`src/loop_pkg.sv`:
```
// Frame loop data format
// Byte width, size defaults and transmit states

package loop_pkg;

	// Width of one frame byte
	localparam int data_width = 8;

	// Number of leading bytes compared against the pattern
	localparam int match_len_default = 2;

	// Frame buffer size in bytes, power of two
	localparam int fifo_depth_default = 64;

	// Transmit stage states
	typedef enum logic [1:0] {
		TX_IDLE,
		TX_LOAD,
		TX_SEND
	} tx_state_e;

endpackage

```
`src/cfg_pkg.sv`:
```
// Frame loop configuration registers

package cfg_pkg;

	// Width of the register select
	localparam int cfg_addr_width = 3;

	// Register map
	typedef enum logic [cfg_addr_width-1:0] {
		REG_MATCH0,
		REG_MATCH1,
		REG_EDIT_OFS,
		REG_EDIT_VAL,
		REG_CTRL
	} cfg_reg_e;

	// REG_CTRL bit 0 enables matching

endpackage

```
`src/frame_loop_rx.sv`:
```
// Frame loop receive stage
// Pattern compare and single byte edit

`timescale 1ns/1ns

module frame_loop_rx
#(
	parameter C_MATCH_LEN = 2
)
(
	input logic clk,
	input logic reset,

	// Config

	input logic cfg_we,
	input cfg_pkg::cfg_reg_e cfg_addr,
	input logic [loop_pkg::data_width-1:0] cfg_wdata,

	// Input stream

	input logic [loop_pkg::data_width-1:0] in_data,
	input logic in_valid,
	input logic in_last,
	input logic in_error,

	// To buffer

	output logic [loop_pkg::data_width-1:0] rx_data,
	output logic rx_valid,
	output logic rx_last,
	output logic rx_error
);
	import loop_pkg::*;
	import cfg_pkg::*;

	localparam int idx_width = 16;
	localparam logic [idx_width-1:0] match_len = idx_width'(C_MATCH_LEN);

	// Programmed registers with at most two pattern bytes
	logic [1:0][data_width-1:0] match_pat;
	logic [data_width-1:0] edit_ofs, edit_val;
	logic match_en;

	// Copies taken on the first byte of a frame
	logic [1:0][data_width-1:0] frame_pat;
	logic [data_width-1:0] frame_ofs, frame_val;
	logic frame_en;

	logic [idx_width-1:0] byte_idx;
	logic match_ok;

	logic first;
	logic [1:0][data_width-1:0] act_pat;
	logic [data_width-1:0] act_ofs, act_val;
	logic act_en;
	logic [idx_width-1:0] ofs_ext;
	logic match_now, do_edit;

	always_ff @(posedge clk) begin
		if(reset) begin
			match_pat <= '0;
			edit_ofs <= '0;
			edit_val <= '0;
			match_en <= 1'b0;
		end else if(cfg_we) begin
			case(cfg_addr)
				REG_MATCH0: match_pat[0] <= cfg_wdata;
				REG_MATCH1: match_pat[1] <= cfg_wdata;
				REG_EDIT_OFS: edit_ofs <= cfg_wdata;
				REG_EDIT_VAL: edit_val <= cfg_wdata;
				REG_CTRL: match_en <= cfg_wdata[0];
				default: ;
			endcase
		end
	end

	// Live registers on the first byte and frame copies after it
	always_comb begin
		first = (byte_idx == '0);
		act_pat = first ? match_pat : frame_pat;
		act_ofs = first ? edit_ofs : frame_ofs;
		act_val = first ? edit_val : frame_val;
		act_en = first ? match_en : frame_en;
		ofs_ext = {{(idx_width-data_width){1'b0}}, act_ofs};
	end

	always_comb begin
		match_now = first | match_ok;
		if(byte_idx < match_len && in_data != act_pat[byte_idx[0]])
			match_now = 1'b0;

		do_edit = act_en && match_now && ofs_ext >= match_len && byte_idx == ofs_ext;
	end

	always_ff @(posedge clk) begin
		if(reset) begin
			byte_idx <= '0;
			match_ok <= 1'b0;
		end else if(in_valid) begin
			match_ok <= match_now;

			if(in_last)
				byte_idx <= '0;
			else if(byte_idx != '1)
				byte_idx <= byte_idx + 1'b1;
		end
	end

	always_ff @(posedge clk) begin
		if(in_valid && first) begin
			frame_pat <= match_pat;
			frame_ofs <= edit_ofs;
			frame_val <= edit_val;
			frame_en <= match_en;
		end
	end

	always_ff @(posedge clk) begin
		if(reset)
			rx_valid <= 1'b0;
		else
			rx_valid <= in_valid;
	end

	always_ff @(posedge clk) begin
		rx_data <= do_edit ? act_val : in_data;
		rx_last <= in_last;
		rx_error <= in_last & in_error;
	end
endmodule

```
`src/frame_loop_fifo.sv`:
```
// Frame loop frame buffer
// Commit on last byte, rollback on error or overflow

`timescale 1ns/1ns

module frame_loop_fifo
#(
	parameter C_FIFO_DEPTH = 64
)
(
	input logic clk,
	input logic reset,

	// From receive stage

	input logic [loop_pkg::data_width-1:0] rx_data,
	input logic rx_valid,
	input logic rx_last,
	input logic rx_error,

	// To transmit stage

	output logic [loop_pkg::data_width-1:0] buf_data,
	output logic buf_last,
	output logic buf_valid,
	input logic buf_ready,

	output logic [31:0] overflow_count
);
	import loop_pkg::*;

	// Pointers carry one wrap bit so depth is a power of two
	localparam int addr_width = $clog2(C_FIFO_DEPTH);
	localparam logic [addr_width:0] depth_cnt = (addr_width+1)'(C_FIFO_DEPTH);

	// Byte plus last flag
	logic [data_width:0] mem [C_FIFO_DEPTH];

	logic [addr_width:0] wr_ptr, commit_ptr, rd_ptr;
	logic [addr_width:0] wr_next;
	logic dropped;
	logic full;
	logic mem_we;

	always_comb begin
		wr_next = wr_ptr + 1'b1;
		full = (wr_ptr - rd_ptr) == depth_cnt;
		mem_we = rx_valid & ~dropped & ~full;
	end

	always_ff @(posedge clk) begin
		if(mem_we)
			mem[wr_ptr[addr_width-1:0]] <= {rx_last, rx_data};
	end

	always_ff @(posedge clk) begin
		if(reset) begin
			wr_ptr <= '0;
			commit_ptr <= '0;
			dropped <= 1'b0;
			overflow_count <= '0;
		end else if(rx_valid) begin
			if(dropped) begin
				// Rest of a dropped frame
				if(rx_last) begin
					wr_ptr <= commit_ptr;
					dropped <= 1'b0;
				end
			end else if(full) begin
				overflow_count <= overflow_count + 1'b1;
				if(rx_last)
					wr_ptr <= commit_ptr;
				else
					dropped <= 1'b1;
			end else if(rx_last) begin
				if(rx_error) begin
					wr_ptr <= commit_ptr;
				end else begin
					wr_ptr <= wr_next;
					commit_ptr <= wr_next;
				end
			end else begin
				wr_ptr <= wr_next;
			end
		end
	end

	always_ff @(posedge clk) begin
		if(reset)
			rd_ptr <= '0;
		else if(buf_valid && buf_ready)
			rd_ptr <= rd_ptr + 1'b1;
	end

	// Only committed bytes are visible to the reader
	assign buf_valid = rd_ptr != commit_ptr;
	assign buf_data = mem[rd_ptr[addr_width-1:0]][data_width-1:0];
	assign buf_last = mem[rd_ptr[addr_width-1:0]][data_width];
endmodule

```
`src/frame_loop_tx.sv`:
```
// Frame loop transmit stage

`timescale 1ns/1ns

module frame_loop_tx
(
	input logic clk,
	input logic reset,

	// From buffer

	input logic [loop_pkg::data_width-1:0] buf_data,
	input logic buf_last,
	input logic buf_valid,
	output logic buf_ready,

	// Output stream

	output logic [loop_pkg::data_width-1:0] out_data,
	output logic out_last,
	output logic out_valid,
	input logic out_ready
);
	import loop_pkg::*;

	tx_state_e state;
	logic reload;

	// Next byte of the same frame goes out back to back
	assign reload = (state == TX_SEND) && out_ready && !out_last && buf_valid;

	always_comb begin
		buf_ready = 1'b0;
		if(state == TX_LOAD)
			buf_ready = buf_valid;
		else if(reload)
			buf_ready = 1'b1;
	end

	assign out_valid = (state == TX_SEND);

	always_ff @(posedge clk) begin
		if(reset) begin
			state <= TX_IDLE;
		end else begin
			case(state)
				TX_IDLE: begin
					if(buf_valid)
						state <= TX_LOAD;
				end

				TX_LOAD: begin
					if(buf_valid)
						state <= TX_SEND;
				end

				TX_SEND: begin
					if(out_ready && !reload)
						state <= TX_IDLE;
				end

				default: state <= TX_IDLE;
			endcase
		end
	end

	// Output register holds while out_ready is low
	always_ff @(posedge clk) begin
		if(buf_valid && buf_ready) begin
			out_data <= buf_data;
			out_last <= buf_last;
		end
	end
endmodule

```
`src/frame_loop_top.sv`:
```
// Frame loop top level

`timescale 1ns/1ns

module frame_loop_top
#(
	parameter C_MATCH_LEN = loop_pkg::match_len_default,
	parameter C_FIFO_DEPTH = loop_pkg::fifo_depth_default
)
(
	input logic clk,
	input logic reset,

	// Config

	input logic cfg_we,
	input cfg_pkg::cfg_reg_e cfg_addr,
	input logic [loop_pkg::data_width-1:0] cfg_wdata,

	// Input stream

	input logic [loop_pkg::data_width-1:0] in_data,
	input logic in_valid,
	input logic in_last,
	input logic in_error,

	// Output stream

	output logic [loop_pkg::data_width-1:0] out_data,
	output logic out_last,
	output logic out_valid,
	input logic out_ready,

	output logic [31:0] overflow_count
);
	import loop_pkg::*;

	logic [data_width-1:0] rx_data;
	logic rx_valid, rx_last, rx_error;

	logic [data_width-1:0] buf_data;
	logic buf_last, buf_valid, buf_ready;

	frame_loop_rx #(C_MATCH_LEN) U0
	(
		.clk(clk),
		.reset(reset),

		.cfg_we(cfg_we),
		.cfg_addr(cfg_addr),
		.cfg_wdata(cfg_wdata),

		.in_data(in_data),
		.in_valid(in_valid),
		.in_last(in_last),
		.in_error(in_error),

		.rx_data(rx_data),
		.rx_valid(rx_valid),
		.rx_last(rx_last),
		.rx_error(rx_error)
	);

	frame_loop_fifo #(C_FIFO_DEPTH) U1
	(
		.clk(clk),
		.reset(reset),

		.rx_data(rx_data),
		.rx_valid(rx_valid),
		.rx_last(rx_last),
		.rx_error(rx_error),

		.buf_data(buf_data),
		.buf_last(buf_last),
		.buf_valid(buf_valid),
		.buf_ready(buf_ready),

		.overflow_count(overflow_count)
	);

	frame_loop_tx U2
	(
		.clk(clk),
		.reset(reset),

		.buf_data(buf_data),
		.buf_last(buf_last),
		.buf_valid(buf_valid),
		.buf_ready(buf_ready),

		.out_data(out_data),
		.out_last(out_last),
		.out_valid(out_valid),
		.out_ready(out_ready)
	);
endmodule

```
`config.mk`:
```
export PLATFORM = sky130hd
export DESIGN_NAME = frame_loop_top
export DESIGN_NICKNAME = d
export VERILOG_FILES = /design/src/loop_pkg.sv /design/src/cfg_pkg.sv /design/src/frame_loop_rx.sv /design/src/frame_loop_fifo.sv /design/src/frame_loop_tx.sv /design/src/frame_loop_top.sv
export SDC_FILE = /design/constraint.sdc
export NUM_CORES = 1
export LEC_CHECK = 0
export BUFFER_PORTS_ARGS = -buffer_cell sky130_fd_sc_hd__buf_2
export CAP_MARGIN = 40
export CORE_ASPECT_RATIO = 1.5
export CORE_UTILIZATION = 36
export DETAILED_ROUTE_END_ITERATION = 10
export PLACE_DENSITY = 0.61
export RECOVER_POWER = 100
export SETUP_SLACK_MARGIN = 0.05
export SYNTH_ARGS = -nofsm -noshare
export SYNTH_HDL_FRONTEND = slang
export SYNTH_SLANG_ARGS = --single-unit
```
`constraint.sdc`:
```
create_clock -name clk -period 6.75 [get_ports clk]
set_input_delay 0.3375 -clock clk [delete_from_list [all_inputs] [get_ports clk]]
set_output_delay 0.3375 -clock clk [all_outputs]
set_load 0.03 [all_outputs]
```
; Word-level counts from Yosys, hierarchy flattened
; Memories as Yosys holds them, arrays and structs flattened. A register that Yosys moved wholly into a read port is not among the register bits.
; Cells that the tools add are included.
[totals]
register_bits = 150
ramBits = 576
elab_cells = 102
mem_count = 1
[classes]
n_addsub = 5
order_cmp = 3
n_eq_ne = 14
muxes = 26
n_bitwise = 6
n_reduce_logical = 25
[mem_list]
columns = name, words, width, read_ports, rd_clocked_by_memory_dff, write_ports, line_no
row1 = U1.mem, 64, 9, 1, 1, 1, frame_loop_fifo.sv:37  ; logic [data_width:0] mem [C_FIFO_DEPTH];
[ops]
columns = cell, count
row1 = 2-to-1 mux 16 bit, 3
row2 = 2-to-1 mux 8 bit, 5
row3 = 2-to-1 mux 7 bit, 5
row4 = "adder 32 x 1 -> 32 bit, second input constant", 1
row5 = "adder 16 x 1 -> 16 bit, second input constant", 1
row6 = equality test 16 x 8 -> 1 bit, 1
row7 = zero test 16 bit, 1
row8 = "< comparator 16 x 2 -> 1 bit, second input constant", 1
row9 = "!= test 16 bit, second input constant", 1
row10 = "adder 7 x 1 -> 7 bit, second input constant", 2
row11 = AND reduction 2 bit, 6
row12 = logical AND 1 bit, 10
row13 = 2-to-1 mux 1 bit, 9
row14 = "greater-or-equal comparator 8 x 2 -> 1 bit, second input constant", 1
row15 = != test 8 bit, 1
row16 = "equality test 7 bit, second input constant", 1
row17 = != test 7 bit, 1
row18 = subtractor 7 bit, 1
row19 = "equality test 3 x 2 -> 1 bit, second input constant", 2
row20 = 2-to-1 mux 2 bit, 3
row21 = "!= test 2 x 1 -> 1 bit, second input constant", 3
row22 = one-hot mux 2 bit (3 select lines), 1
row23 = AND reduction 3 bit, 2
row24 = AND reduction 4 bit, 1
row25 = 12 further kinds, 16

; Longest topological paths before layout
; Gate-level depths: netlist of the first run.
[logic_depth]
word_depth = 11
mapped_depth = 13
mapped_depth_nobuf = 10

; Modules after synthesis
; From an unflattened synthesis of the first run, not the netlist that was laid out.
[hier_totals]
cells_unflattened = 1719
hier_area_um2 = 29777.3
[modules_own_cells]
columns = module, instances, cells_each, area_each_um2, seq_area_each_um2
row1 = frame_loop_fifo, 1, 1307, 25261.7, 18497.7
row2 = frame_loop_rx, 1, 389, 4117.7, 2212.1
row3 = frame_loop_tx, 1, 23, 397.9, 310.3

; Worst setup path after synthesis of the first run
; No wires, ideal clock.
[synth_timing]
kind = register to register
startpoint = register U1.rd_ptr[1]
endpoint = memory U1.mem[16][0] (netlist bit), enable pin
setup_time_ps = 387
arrival_ps = 3746
path_slack_ps = 2618
path_stages_with_launch = 13
synth_period_minus_slack_ps = 4132
path_cell_list = dfxtp_1 > buf_1 > clkbuf_1 > inv_1 > ha_1 > nor2b_1 > o21a_1 > o211a_1 > o211ai_1 > a21oi_2 > nor3_1 > nand2_1 > nor3_1
[synth_between]
elab_chain_cells = 6
[synth_lines]
columns = element, line_no
row1 = "start, declared", frame_loop_fifo.sv:39  ; logic [addr_width:0] wr_ptr, commit_ptr, rd_ptr;
row2 = "start signal, assigned", frame_loop_fifo.sv:92  ; rd_ptr <= rd_ptr + 1'b1;
row3 = subtractor 7 bit, frame_loop_fifo.sv:47  ; full = (wr_ptr - rd_ptr) == depth_cnt;
row4 = equality test 7 bit, frame_loop_fifo.sv:47
row5 = inverter 1 bit, frame_loop_fifo.sv:48  ; mem_we = rx_valid & ~dropped & ~full;
row6 = AND 1 bit, frame_loop_fifo.sv:48
row7 = 2-to-1 mux 1 bit, frame_loop_fifo.sv:52  ; if(mem_we)
row8 = 2-to-1 mux 1 bit (not written as such), frame_loop_fifo.sv:53  ; mem[wr_ptr[addr_width-1:0]] <= {rx_last, rx_data};
row9 = "end, declared", frame_loop_fifo.sv:37
; Every way passes these cells.

; Worst setup path in the final report of the first run
[layout_timing]
startpoint = register U1.rd_ptr[0]
endpoint = register U2.out_data[3] (netlist bit) (read register of U1.mem), data pin
[layout_between]
elab_chain_cells = 5
[layout_lines]
columns = element, line_no
row1 = != test 7 bit, frame_loop_fifo.sv:96  ; assign buf_valid = rd_ptr != commit_ptr;
row2 = logical AND 1 bit, frame_loop_tx.sv:30  ; assign reload = (state == TX_SEND) && out_ready && !out_last && buf_valid;
row3 = 2-to-1 mux 1 bit, frame_loop_tx.sv:36  ; else if(reload)
row4 = 2-to-1 mux 1 bit, frame_loop_tx.sv:34  ; if(state == TX_LOAD)
row5 = logical AND 1 bit, frame_loop_tx.sv:69  ; if(buf_valid && buf_ready) begin
row6 = "end, declared", frame_loop_tx.sv:19  ; output logic [loop_pkg::data_width-1:0] out_data,
; Several ways; a longest one is shown, not always the timed one.
; A chain may end at the register's enable or synchronous reset.

==> results of run 1 <==
## report_power, final
part | switching (mW) | internal (mW)
clock | 1.70 | 2.19
sequential | 0.0943 | 5.00
combinational | 0.611 | 0.586
## cell usage in the layout (no fill, tap or decap), types with 5 or more instances in the layout
| master | count |
|---|---|
| dfxtp_1 | 111 |
| clkinv_1 | 7 |
| buf_2 | 23 |
| o22ai_1 | 7 |
| inv_1 | 15 |
| nor3_1 | 11 |
| nand2_1 | 109 |
| buf_4 | 8 |
| and3_1 | 13 |
| nor2b_1 | 10 |
| or3_1 | 18 |
| o21ai_0 | 28 |
| bufinv_16 | 7 |
| clkbuf_16 | 69 |
| mux2i_1 | 21 |
| edfxtp_1 | 618 |
| nand3_1 | 33 |
| dlygate4sd3_1 | 18 |
| xnor2_1 | 31 |
| nor2_1 | 133 |
| mux4_2 | 197 |
| clkinvlp_4 | 7 |
| nand4_1 | 17 |
| a21oi_1 | 56 |
| and2_1 | 6 |
| xor2_1 | 35 |
| a211oi_1 | 11 |
| inv_6 | 5 |
| ha_1 | 11 |
| nor4_1 | 11 |
| clkbuf_1 | 74 |
| clkinv_2 | 9 |
## flip-flops by register name, summed over array words and instances, names as in the netlist
name and flops:
U1.mem 576, U2.out_last 1, U0.match_en 1, U0.byte_idx 16
U0.edit_ofs 8, U1.overflow_count 32, U0.frame_en 1, U0.frame_val 8
U0.frame_pat 16, U1.dropped 1, U0.rx_data 8, U2.out_data 8
U0.match_ok 1, U0.rx_last 1, U0.rx_valid 1, U0.match_pat 16
U0.frame_ofs 8, U1.commit_ptr 7, U0.edit_val 8, U1.rd_ptr 7
U1.wr_ptr 7, U0.rx_error 1, U2.state 2
## worst min-delay path, delay by kind of cell
kind,cells,cell delay [ns]
buffers and inverters,1,0.10
and+or+nand+nor,2,0.15
muxes,1,0.07
## logic make-up (layout without fill, tap and decap cells)
| group | after synthesis | count (layout) |
|---|---|---|
| mux | 218 | 218 |
| compound gates | 117 | 117 |
| xor+xnor | 66 | 66 |
| flops | 735 | 735 |
| fa+ha+maj | 11 | 11 |
| simple gates | 383 | 383 |
| buf+inv | 98 | 254 |
## metal layers
layer | global-route usage | vias to the layer above | wire (µm)
met5 | 0 | - | 0
li1 | - | 6655 | -
met1 | 0.1956 | 7925 | 25490
met3 | 0.02479 | 113 | 2641
met2 | 0.3206 | 353 | 38000
met4 | 0.06334 | 0 | 2106
## path summary, 6_finish.rpt
check,slack (ns),end,start
min,0.09,U0.match_en,cfg_addr[2]
max,1.50,U2.out_data[3],U1.rd_ptr[0]
min reg2reg,0.45,U2.state[0],U2.state[1]
max reg2reg,1.50,U2.out_data[3],U1.rd_ptr[0]
## cell type report
type / instances / share of cell area
Sequential cell: 735 / 0.6343
Inverter: 17 / 0.001935
Clock inverter: 39 / 0.01282
Tap cell: 1032 / 0.03915
Clock buffer: 83 / 0.05456
Multi-Input combinational cell: 795 / 0.2363
Timing Repair Buffer: 115 / 0.02094
## repair_timing
| item | 4_1_cts | 5_1_grt |
|---|---|---|
| resized for setup | 0 | 0 |
| hold buffers | 18 | 0 |
| endpoints found under the setup margin | 0 | 0 |
| hold endpoints to repair | 33 | 0 |
==> impl_metrics.py, run 1 <==
metrics = {
    "placement": {
        "place_hpwl_um": 44360,
        "gp_congestion": 0.8380,
        "portBuffers": 67,
        "placed_area_um2": 30860,
        "post-place-ws_ns": 2.209,
        "place_inst": 2675,
    },
    "cells_and_area": {
        "area_delta_synth_final_pct": 13.26,
        "utilization": 0.4126,
        "fin_area_um2": 32980,
        "multi_input_area_um2": 7794,
        "fillers": 7091,
        "drive_above_1_share": 0.1939,
        "area.sequential_um2": 20920,
        "fin_nets": 1769,
        "diodes": 0,
        "fin_cells": 2816,
    },
    "timing": {
        "skew_ns": 0.01668,
        "timing.setup.tns_ns": 0,
        "period_minus_slack_ns": 5.245,
        "min_period_over_period": 0.7771,
        "holdWs_ns": 0.08991,
        "timing.final.ws_setup_ns": 1.505,
        "fmax_ghz": 0.1907,
        "worst_slew_pin_slew_ns": 3.819,
        "finalSetupViolCount": 0,
        "slew_violations": 728,
        "rsz0062_at_grt": "false",
        "hold_violations": 0,
        "relSlewSlack": -1.546,
    },
    "worst_setup_path": {
        "end_kind": "flip-flop",
        "worstPathCellList": "buf_4 -> clkbuf_1 -> mux4_2 -> mux4_2 -> mux4_2",
        "arrival_ns": 5.60,
        "r2r_cells": 5,
        "path_depth": 5,
        "crit_fanout": 38,
        "cpMostUsedCell": "mux4_2",
        "critPathTopFamily": "buffers and inverters",
        "critPathBufInv": 2,
        "setup.worst_path.class": "flip-flop to flip-flop",
        "slowest_delay_ns": 2.37,
        "crit_path_start_kind": "flip-flop",
        "critPathSlowestCell": "clkbuf_1",
        "critical_path_required_ns": 7.10,
    },
    "cts": {
        "h-tree-depth": 3,
        "clk_pin_slew_ns": 0.07,
        "cts_buffer_depth": 3,
        "numClockSinks": 735,
        "cts_tree": "built",
        "post_cts_buffers": 0,
        "numCtsBuffers": 68,
        "clk_latency_ns": 0.62,
        "cts_root_buffer": "clkbuf_16",
    },
    "run": {
        "drv_cap": 14,
    },
    "routing": {
        "post_drt_wl_per_cell_um": 24.23,
        "drcViolationCount": 4,
        "vias_per_cell": 5.343,
        "totalWireLength_um": 68240,
        "vias": 15046,
        "drtIter0Drc": 985,
        "drt-pass1-iter-count": 8,
        "drtAntennaViolNets": 0,
    },
    "synthesis": {
        "synthTopCellsByCount": "edfxtp_1, mux4_2, nor2_1, dfxtp_1, nand2_1",
        "synthTopCellsByArea": "edfxtp_1, mux4_2, dfxtp_1",
        "yosys.area.top_type": "edfxtp_1",
        "synth_adder_area_share": 0.004727,
        "synth.top_cell.area_share": 0.6373,
        "synth_cells": 1628,
        "synthesis.nets": 1665,
        "synth_ff_type": "edfxtp_1",
        "postSynthAreaPerCell_um2": 17.89,
        "yosysMostFrequentCell": "edfxtp_1",
        "synth_warnings": 0,
        "synth-simple-area-share": 0.06089,
        "synth_compound_area_frac": 0.02423,
        "synth_top_family_by_area": "multiplexers",
        "synth-xor-area-share": 0.01985,
        "synthMuxAreaShare": 0.1596,
        "synth-edff-count": 618,
        "yosysSeqAreaShare": 0.7177,
        "async_flop_share": 0,
        "synth_area_um2": 29120,
        "postSynthRegisterBits": 735,
        "synth_cell_types": 51,
    },
    "grt": {
        "grt_max_degree": 73,
        "grt_pass1_vias": 15830,
        "grt_usage": 0.1717,
        "grt_overflow": 0,
        "antenna_found_initial": 0,
        "grt_pass1_wl_um": 103100,
    },
    "power_and_ir_drop": {
        "ir_drop_v": 0.0001748,
        "p_leak_nw": 10.04,
        "total_power_mw": 10.18,
        "cellPowerDensity_nw_per_um2": 308.8,
    },
    "floorplan": {
        "rows": 127,
        "die_height_um": 350.3,
        "die_w_um": 234.2,
        "die_area_um2": 82050,
        "start_util": 0.3643,
        "ios": 68,
        "core-area_um2": 79930,
    },
    "outcome": {
        "status": "finished with violations",
        "violations": "design-rule violations, max-capacitance violations, max-slew violations",
    },
    "hold_path": {
        "holdPathStages": 4,
        "hold_path.class": "primary input to flip-flop",
    },
}
Note: power is estimated with default switching activity, not from simulation.
==> run 2, diff against run 1 <==
PLACE_DENSITY = 0.63   (was 0.61)
clock period = 4.3 ns   (was 6.75 ns; I/O delays follow)
==> impl_metrics.py, run 2 (synthesis results as in run 1) <==
metrics = {
    "outcome": {
        "status": "finished with violations",
        "violations": "design-rule violations, max-capacitance violations, max-slew violations",
    },
    "placement": {
        "place_hpwl_um": 43070,
        "gp_congestion": 0.8278,
        "portBuffers": 67,
    },
    "cts": {
        "h-tree-depth": 3,
        "cts_tree": "built",
        "clk_latency_ns": 0.64,
        "numCtsBuffers": 69,
        "clk_pin_slew_ns": 0.07,
        "cts_buffer_depth": 3,
        "cts_root_buffer": "clkbuf_16",
        "numClockSinks": 735,
        "post_cts_buffers": 0,
    },
    "cells_and_area": {
        "largest_reg_flops": 576,
        "diodes": 0,
        "area_delta_synth_final_pct": 14.09,
        "fillers": 6966,
        "fin_nets": 1782,
        "layout_common_cells": "edfxtp_1, mux4_2, nor2_1",
        "final_common_cell": "edfxtp_1",
        "area.sequential_um2": 20910,
        "drive_above_1_share": 0.2194,
        "multi_input_area_um2": 7876,
    },
    "routing": {
        "drtIter0Drc": 980,
        "drcViolationCount": 3,
        "drtAntennaViolNets": 0,
        "totalWireLength_um": 66320,
        "vias_per_cell": 5.255,
        "vias": 14881,
        "drt-pass1-iter-count": 8,
        "post_drt_wl_per_cell_um": 23.42,
    },
    "timing": {
        "fmax_ghz": 0.2417,
        "rsz0062_at_grt": "true",
        "holdWs_ns": 0.05619,
        "finalSetupViolCount": 0,
        "skew_ns": 0.02686,
        "worst_slew_pin_slew_ns": 3.401,
        "min_period_over_period": 0.9620,
        "relSlewSlack": -1.268,
        "hold_violations": 0,
        "slew_violations": 580,
        "period_minus_slack_ns": 4.137,
    },
    "worst_setup_path": {
        "critPathBufInv": 0,
        "reg2reg_slack_ns": 0.16,
        "crit_fanout": 13,
        "end_kind": "flip-flop",
        "crit_path_start_kind": "flip-flop",
        "r2r_cells": 9,
        "setup.worst_path.class": "flip-flop to flip-flop",
        "critical_path_required_ns": 4.55,
        "worstPathCellList": "ha_1 -> nor2b_1 -> o21a_1 -> o211a_1 -> o211ai_1 -> a21oi_2 -> nor3_1 -> nand2_1 -> nor2_1",
        "critPathTopFamily": "simple AND/OR/NAND/NOR gates",
        "critPathSlowestCell": "nor2_1",
        "slowest_delay_ns": 0.83,
        "rr_startpoint": "U1.wr_ptr[1]",
        "arrival_ns": 4.39,
        "r2r_end": "U1.mem[1][5]",
    },
    "power_and_ir_drop": {
        "ir_drop_v": 0.0003288,
        "p_leak_nw": 10.15,
        "total_power_mw": 16.08,
        "cellPowerDensity_nw_per_um2": 483.9,
    },
    "grt": {
        "antenna_found_initial": 0,
        "grt_overflow": 0,
        "grt_pass1_vias": 15703,
        "grt_usage": 0.1664,
        "grt_max_degree": 149,
        "grt_pass1_wl_um": 100500,
    },
    "floorplan": {
        "die_height_um": 350.3,
        "core-area_um2": 79930,
        "ios": 68,
        "start_util": 0.3643,
        "rows": 127,
        "die_area_um2": 82050,
        "die_w_um": 234.2,
    },
    "hold_path": {
        "hold_end": "U0.match_en",
        "hold_path.class": "primary input to flip-flop",
        "holdPathStages": 5,
        "hp-start": "cfg_addr[0]",
    },
    "run": {
        "drv_cap": 10,
    },
}
## run 2: cell count changes in the layout (fill, tap and decap cells not counted), sizes merged
cell,change
clkbuf,-17
buf,+12
clkinv,+7
clkinvlp,+5
dlygate4sd3,+5
inv,+3
dlymetal6s4s,+1
## run 2: worst max path at each step
stage,cells past startpoint,startpoint,end
CTS,9,U1.wr_ptr[1],U1.mem[49][3]
floorplan,12,U1.rd_ptr[1],U1.mem[16][0]
global route,9,U1.wr_ptr[1],U1.mem[41][2]
global placement,9,U1.wr_ptr[1],U1.mem[25][2]
detailed placement,9,U1.wr_ptr[1],U1.mem[1][5]
finish,9,U1.wr_ptr[1],U1.mem[1][5]
## run 2: per-layer routing
layer	share of wire	GRT usage	vias up
met5	0	0	-
met4	0.027	0.05751	0
met3	0.042	0.02520	103
met2	0.56	0.3100	345
met1	0.37	0.1911	7762
li1	-	-	6671
## run 2: cell type report
cell class | count | area share
inverter | 17 | 0.001921
sequential | 735 | 0.6295
clock buffer | 72 | 0.05231
tap | 1032 | 0.03887
multi-input combinational | 795 | 0.2371
clock inverter | 54 | 0.01702
timing repair buffer | 127 | 0.02335
## run 2: what timing repair did
action / in CTS / in global routing
gates resized for setup: 0 / 14
hold buffers: 23 / 0
setup endpoints to repair: 0 / 169
endpoints found under the hold margin: 68 / 0
## run 2: per-stage QoR
| stage | area (µm²) | utilization | instances | setup WS [ns] | TNS [ns] |
|---|---|---|---|---|---|
| 6_report | 33220 | 0.4157 | 2832 | 0.1632 | 0 |
| 5_1_grt | 33220 | 0.4157 | 2832 | -0.07327 | -2.050 |
| 4_1_cts | 33310 | 0.4167 | 2831 | 0.2047 | 0 |
| 3_5_place_dp | 30770 | 0.3850 | 2682 | 0.2199 | 0 |
| 3_3_place_gp | 30710 | 0.3843 | 2677 | 0.2926 | 0 |
| 2_1_floorplan | 29120 | - | 1628 | 0.1676 | 0 |
## run 2: where the power goes
part	leakage (nW)	switching (mW)	internal, mW	total [mW]
Clock	1.11	2.78	3.44	6.23
Sequential	6.54	0.0834	7.85	7.93
Combinational	2.51	1.02	0.897	1.92
Total	10.2	3.89	12.2	16.1
## run 2: worst min-delay path: cells and delay by family
kind	cells	cell delay, ns
buffers and inverters	1	0.12
muxes	1	0.07
and+or+nand+nor	3	0.24
==> run 3, diff against run 2 <==
RECOVER_POWER = 25   (was 100)
==> impl_metrics.py, run 3 (synthesis results as in run 1) <==
metrics = {
    "routing": {
        "drt-pass1-iter-count": 8,
        "wl_met3_um": 2804,
        "drt-met1-wl_um": 24840,
        "dr_wl_met2_um": 36960,
        "drtAntennaViolNets": 0,
        "drtIter0Drc": 970,
        "totalWireLength_um": 66350,
        "vias_per_cell": 5.265,
        "vias": 14911,
        "post_drt_wl_per_cell_um": 23.43,
        "topRoutingLayerUsed": "met4",
        "drcViolationCount": 3,
    },
    "cts": {
        "h-tree-depth": 3,
        "post_cts_buffers": 0,
        "clk_latency_ns": 0.63,
        "cts_buffer_depth": 3,
        "numClockSinks": 735,
        "numCtsBuffers": 69,
        "cts_tree": "built",
        "cts_root_buffer": "clkbuf_16",
        "clk_pin_slew_ns": 0.07,
    },
    "power_and_ir_drop": {
        "clock_power_share": 0.387,
        "p_sw_frac": 0.2421,
        "total_power_mw": 16.08,
        "p_int_mw": 12.19,
        "comb_power_share": 0.120,
        "ir_drop_v": 0.0003272,
        "p_sw_mw": 3.893,
        "cellPowerDensity_nw_per_um2": 483.0,
        "seq_power_share": 0.493,
        "p_leak_nw": 10.34,
    },
    "cells_and_area": {
        "final_common_cell": "edfxtp_1",
        "drive_above_1_share": 0.2456,
        "largest_reg_flops": 576,
        "multi_input_area_um2": 7879,
        "area.sequential_um2": 20910,
        "area_delta_synth_final_pct": 14.35,
        "diodes": 0,
        "fillers": 6946,
        "layout_common_cells": "edfxtp_1, mux4_2, nor2_1",
        "fin_nets": 1782,
        "utilization": 0.4166,
    },
    "timing": {
        "hold_violations": 0,
        "fmax_ghz": 0.2386,
        "skew_ns": 0.02585,
        "holdWs_ns": 0.05527,
        "timing.final.ws_setup_ns": 0.1089,
        "period_minus_slack_ns": 4.191,
        "worst_slew_pin_slew_ns": 3.404,
        "slew_violations": 451,
        "timing.setup.tns_ns": 0,
        "finalSetupViolCount": 0,
        "relSlewSlack": -1.270,
        "min_period_over_period": 0.9747,
        "rsz0062_at_grt": "true",
    },
    "worst_setup_path": {
        "critPathTopFamily": "simple AND/OR/NAND/NOR gates",
        "setup.worst_path.class": "flip-flop to flip-flop",
        "critical_path_required_ns": 4.54,
        "crit_fanout": 13,
        "end_kind": "flip-flop",
        "crit_path_start_kind": "flip-flop",
        "critPathBufInv": 0,
        "worstPathCellList": "ha_1 -> nor2b_1 -> o21a_1 -> o211a_1 -> o211ai_1 -> a21oi_2 -> nor3_1 -> nand2_1 -> nor2_1",
        "arrival_ns": 4.43,
        "critPathSlowestCell": "nor2_1",
        "slowest_delay_ns": 0.85,
    },
    "placement": {
        "place_hpwl_um": 43070,
        "gp_congestion": 0.8278,
        "post-place-ws_ns": 0.2199,
        "portBuffers": 67,
    },
    "hold_path": {
        "hold_path.class": "primary input to flip-flop",
    },
    "grt": {
        "grt_pass1_vias": 15703,
        "grt_pass1_wl_um": 100500,
        "grt_overflow": 0,
        "grt_usage": 0.1664,
        "grt_max_degree": 149,
        "antenna_found_initial": 0,
    },
    "outcome": {
        "violations": "design-rule violations, max-capacitance violations, max-slew violations",
        "status": "finished with violations",
    },
    "floorplan": {
        "ios": 68,
        "die_height_um": 350.3,
        "core-area_um2": 79930,
        "rows": 127,
        "start_util": 0.3643,
        "die_w_um": 234.2,
        "die_area_um2": 82050,
    },
    "run": {
        "drv_cap": 7,
    },
}
run 3: cell types whose count changed in the layout (fill, tap and decap cells not counted), sizes merged:
cell / previous run / this run
buf: 47 / 95
clkbuf: 128 / 80
run 3: final cells by class:
cell class / count / share of cell area
clock inverters: 54 / 0.01698
well taps: 1032 / 0.03878
inverters: 17 / 0.001916
repair buffers: 127 / 0.02548
clock buffers: 72 / 0.05219
flip-flops and latches: 735 / 0.6280
multi-input cells: 795 / 0.2366
run 3: layer usage:
metal / global-route usage / up-vias
met1: 0.1911 / 7773
met2: 0.3100 / 366
li1: - / 6672
met5: 0 / -
met3: 0.02520 / 100
met4: 0.05751 / 0
run 3: what timing repair did:
action | 4_1_cts | 5_1_grt
gates resized for setup | 0 | 14
endpoints found under the hold margin | 68 | 0
setup endpoints to repair | 0 | 169
hold buffers | 23 | 0
run 3: worst paths after layout:
check          startpoint             to  slack [ns]  cells past startpoint
max          U1.wr_ptr[1]  U1.mem[41][8]        0.11                      9
min           cfg_addr[0]    U0.match_en        0.06                      5
max reg2reg  U1.wr_ptr[1]  U1.mem[41][8]        0.11                      9
min reg2reg   U2.state[1]    U2.state[0]        0.45                      1
run 3: through the flow:
stage / instances / instance area, µm²
after floorplan: 1628 / 29120
after global placement: 2677 / 30710
after detailed placement: 2682 / 30770
after CTS: 2831 / 33310
after global routing: 2832 / 33300
final: 2832 / 33300
run 3: power groups by stage:
stage          logic [mW]  clock network [mW]  registers (mW)
2_1_floorplan        1.30                   0            8.10
3_3_place_gp         1.93                   0            8.07
3_5_place_dp         1.95                   0            8.07
4_1_cts              1.97                6.33            7.92
5_1_grt              2.04                6.60            7.94
6_report             1.93                6.23            7.93
run 3: worst min-delay path: stages:
cell	delay (ns)
buf_2	0.12
nor2_1	0.07
nand3_1	0.10
mux2i_1	0.07
nor2_1	0.07
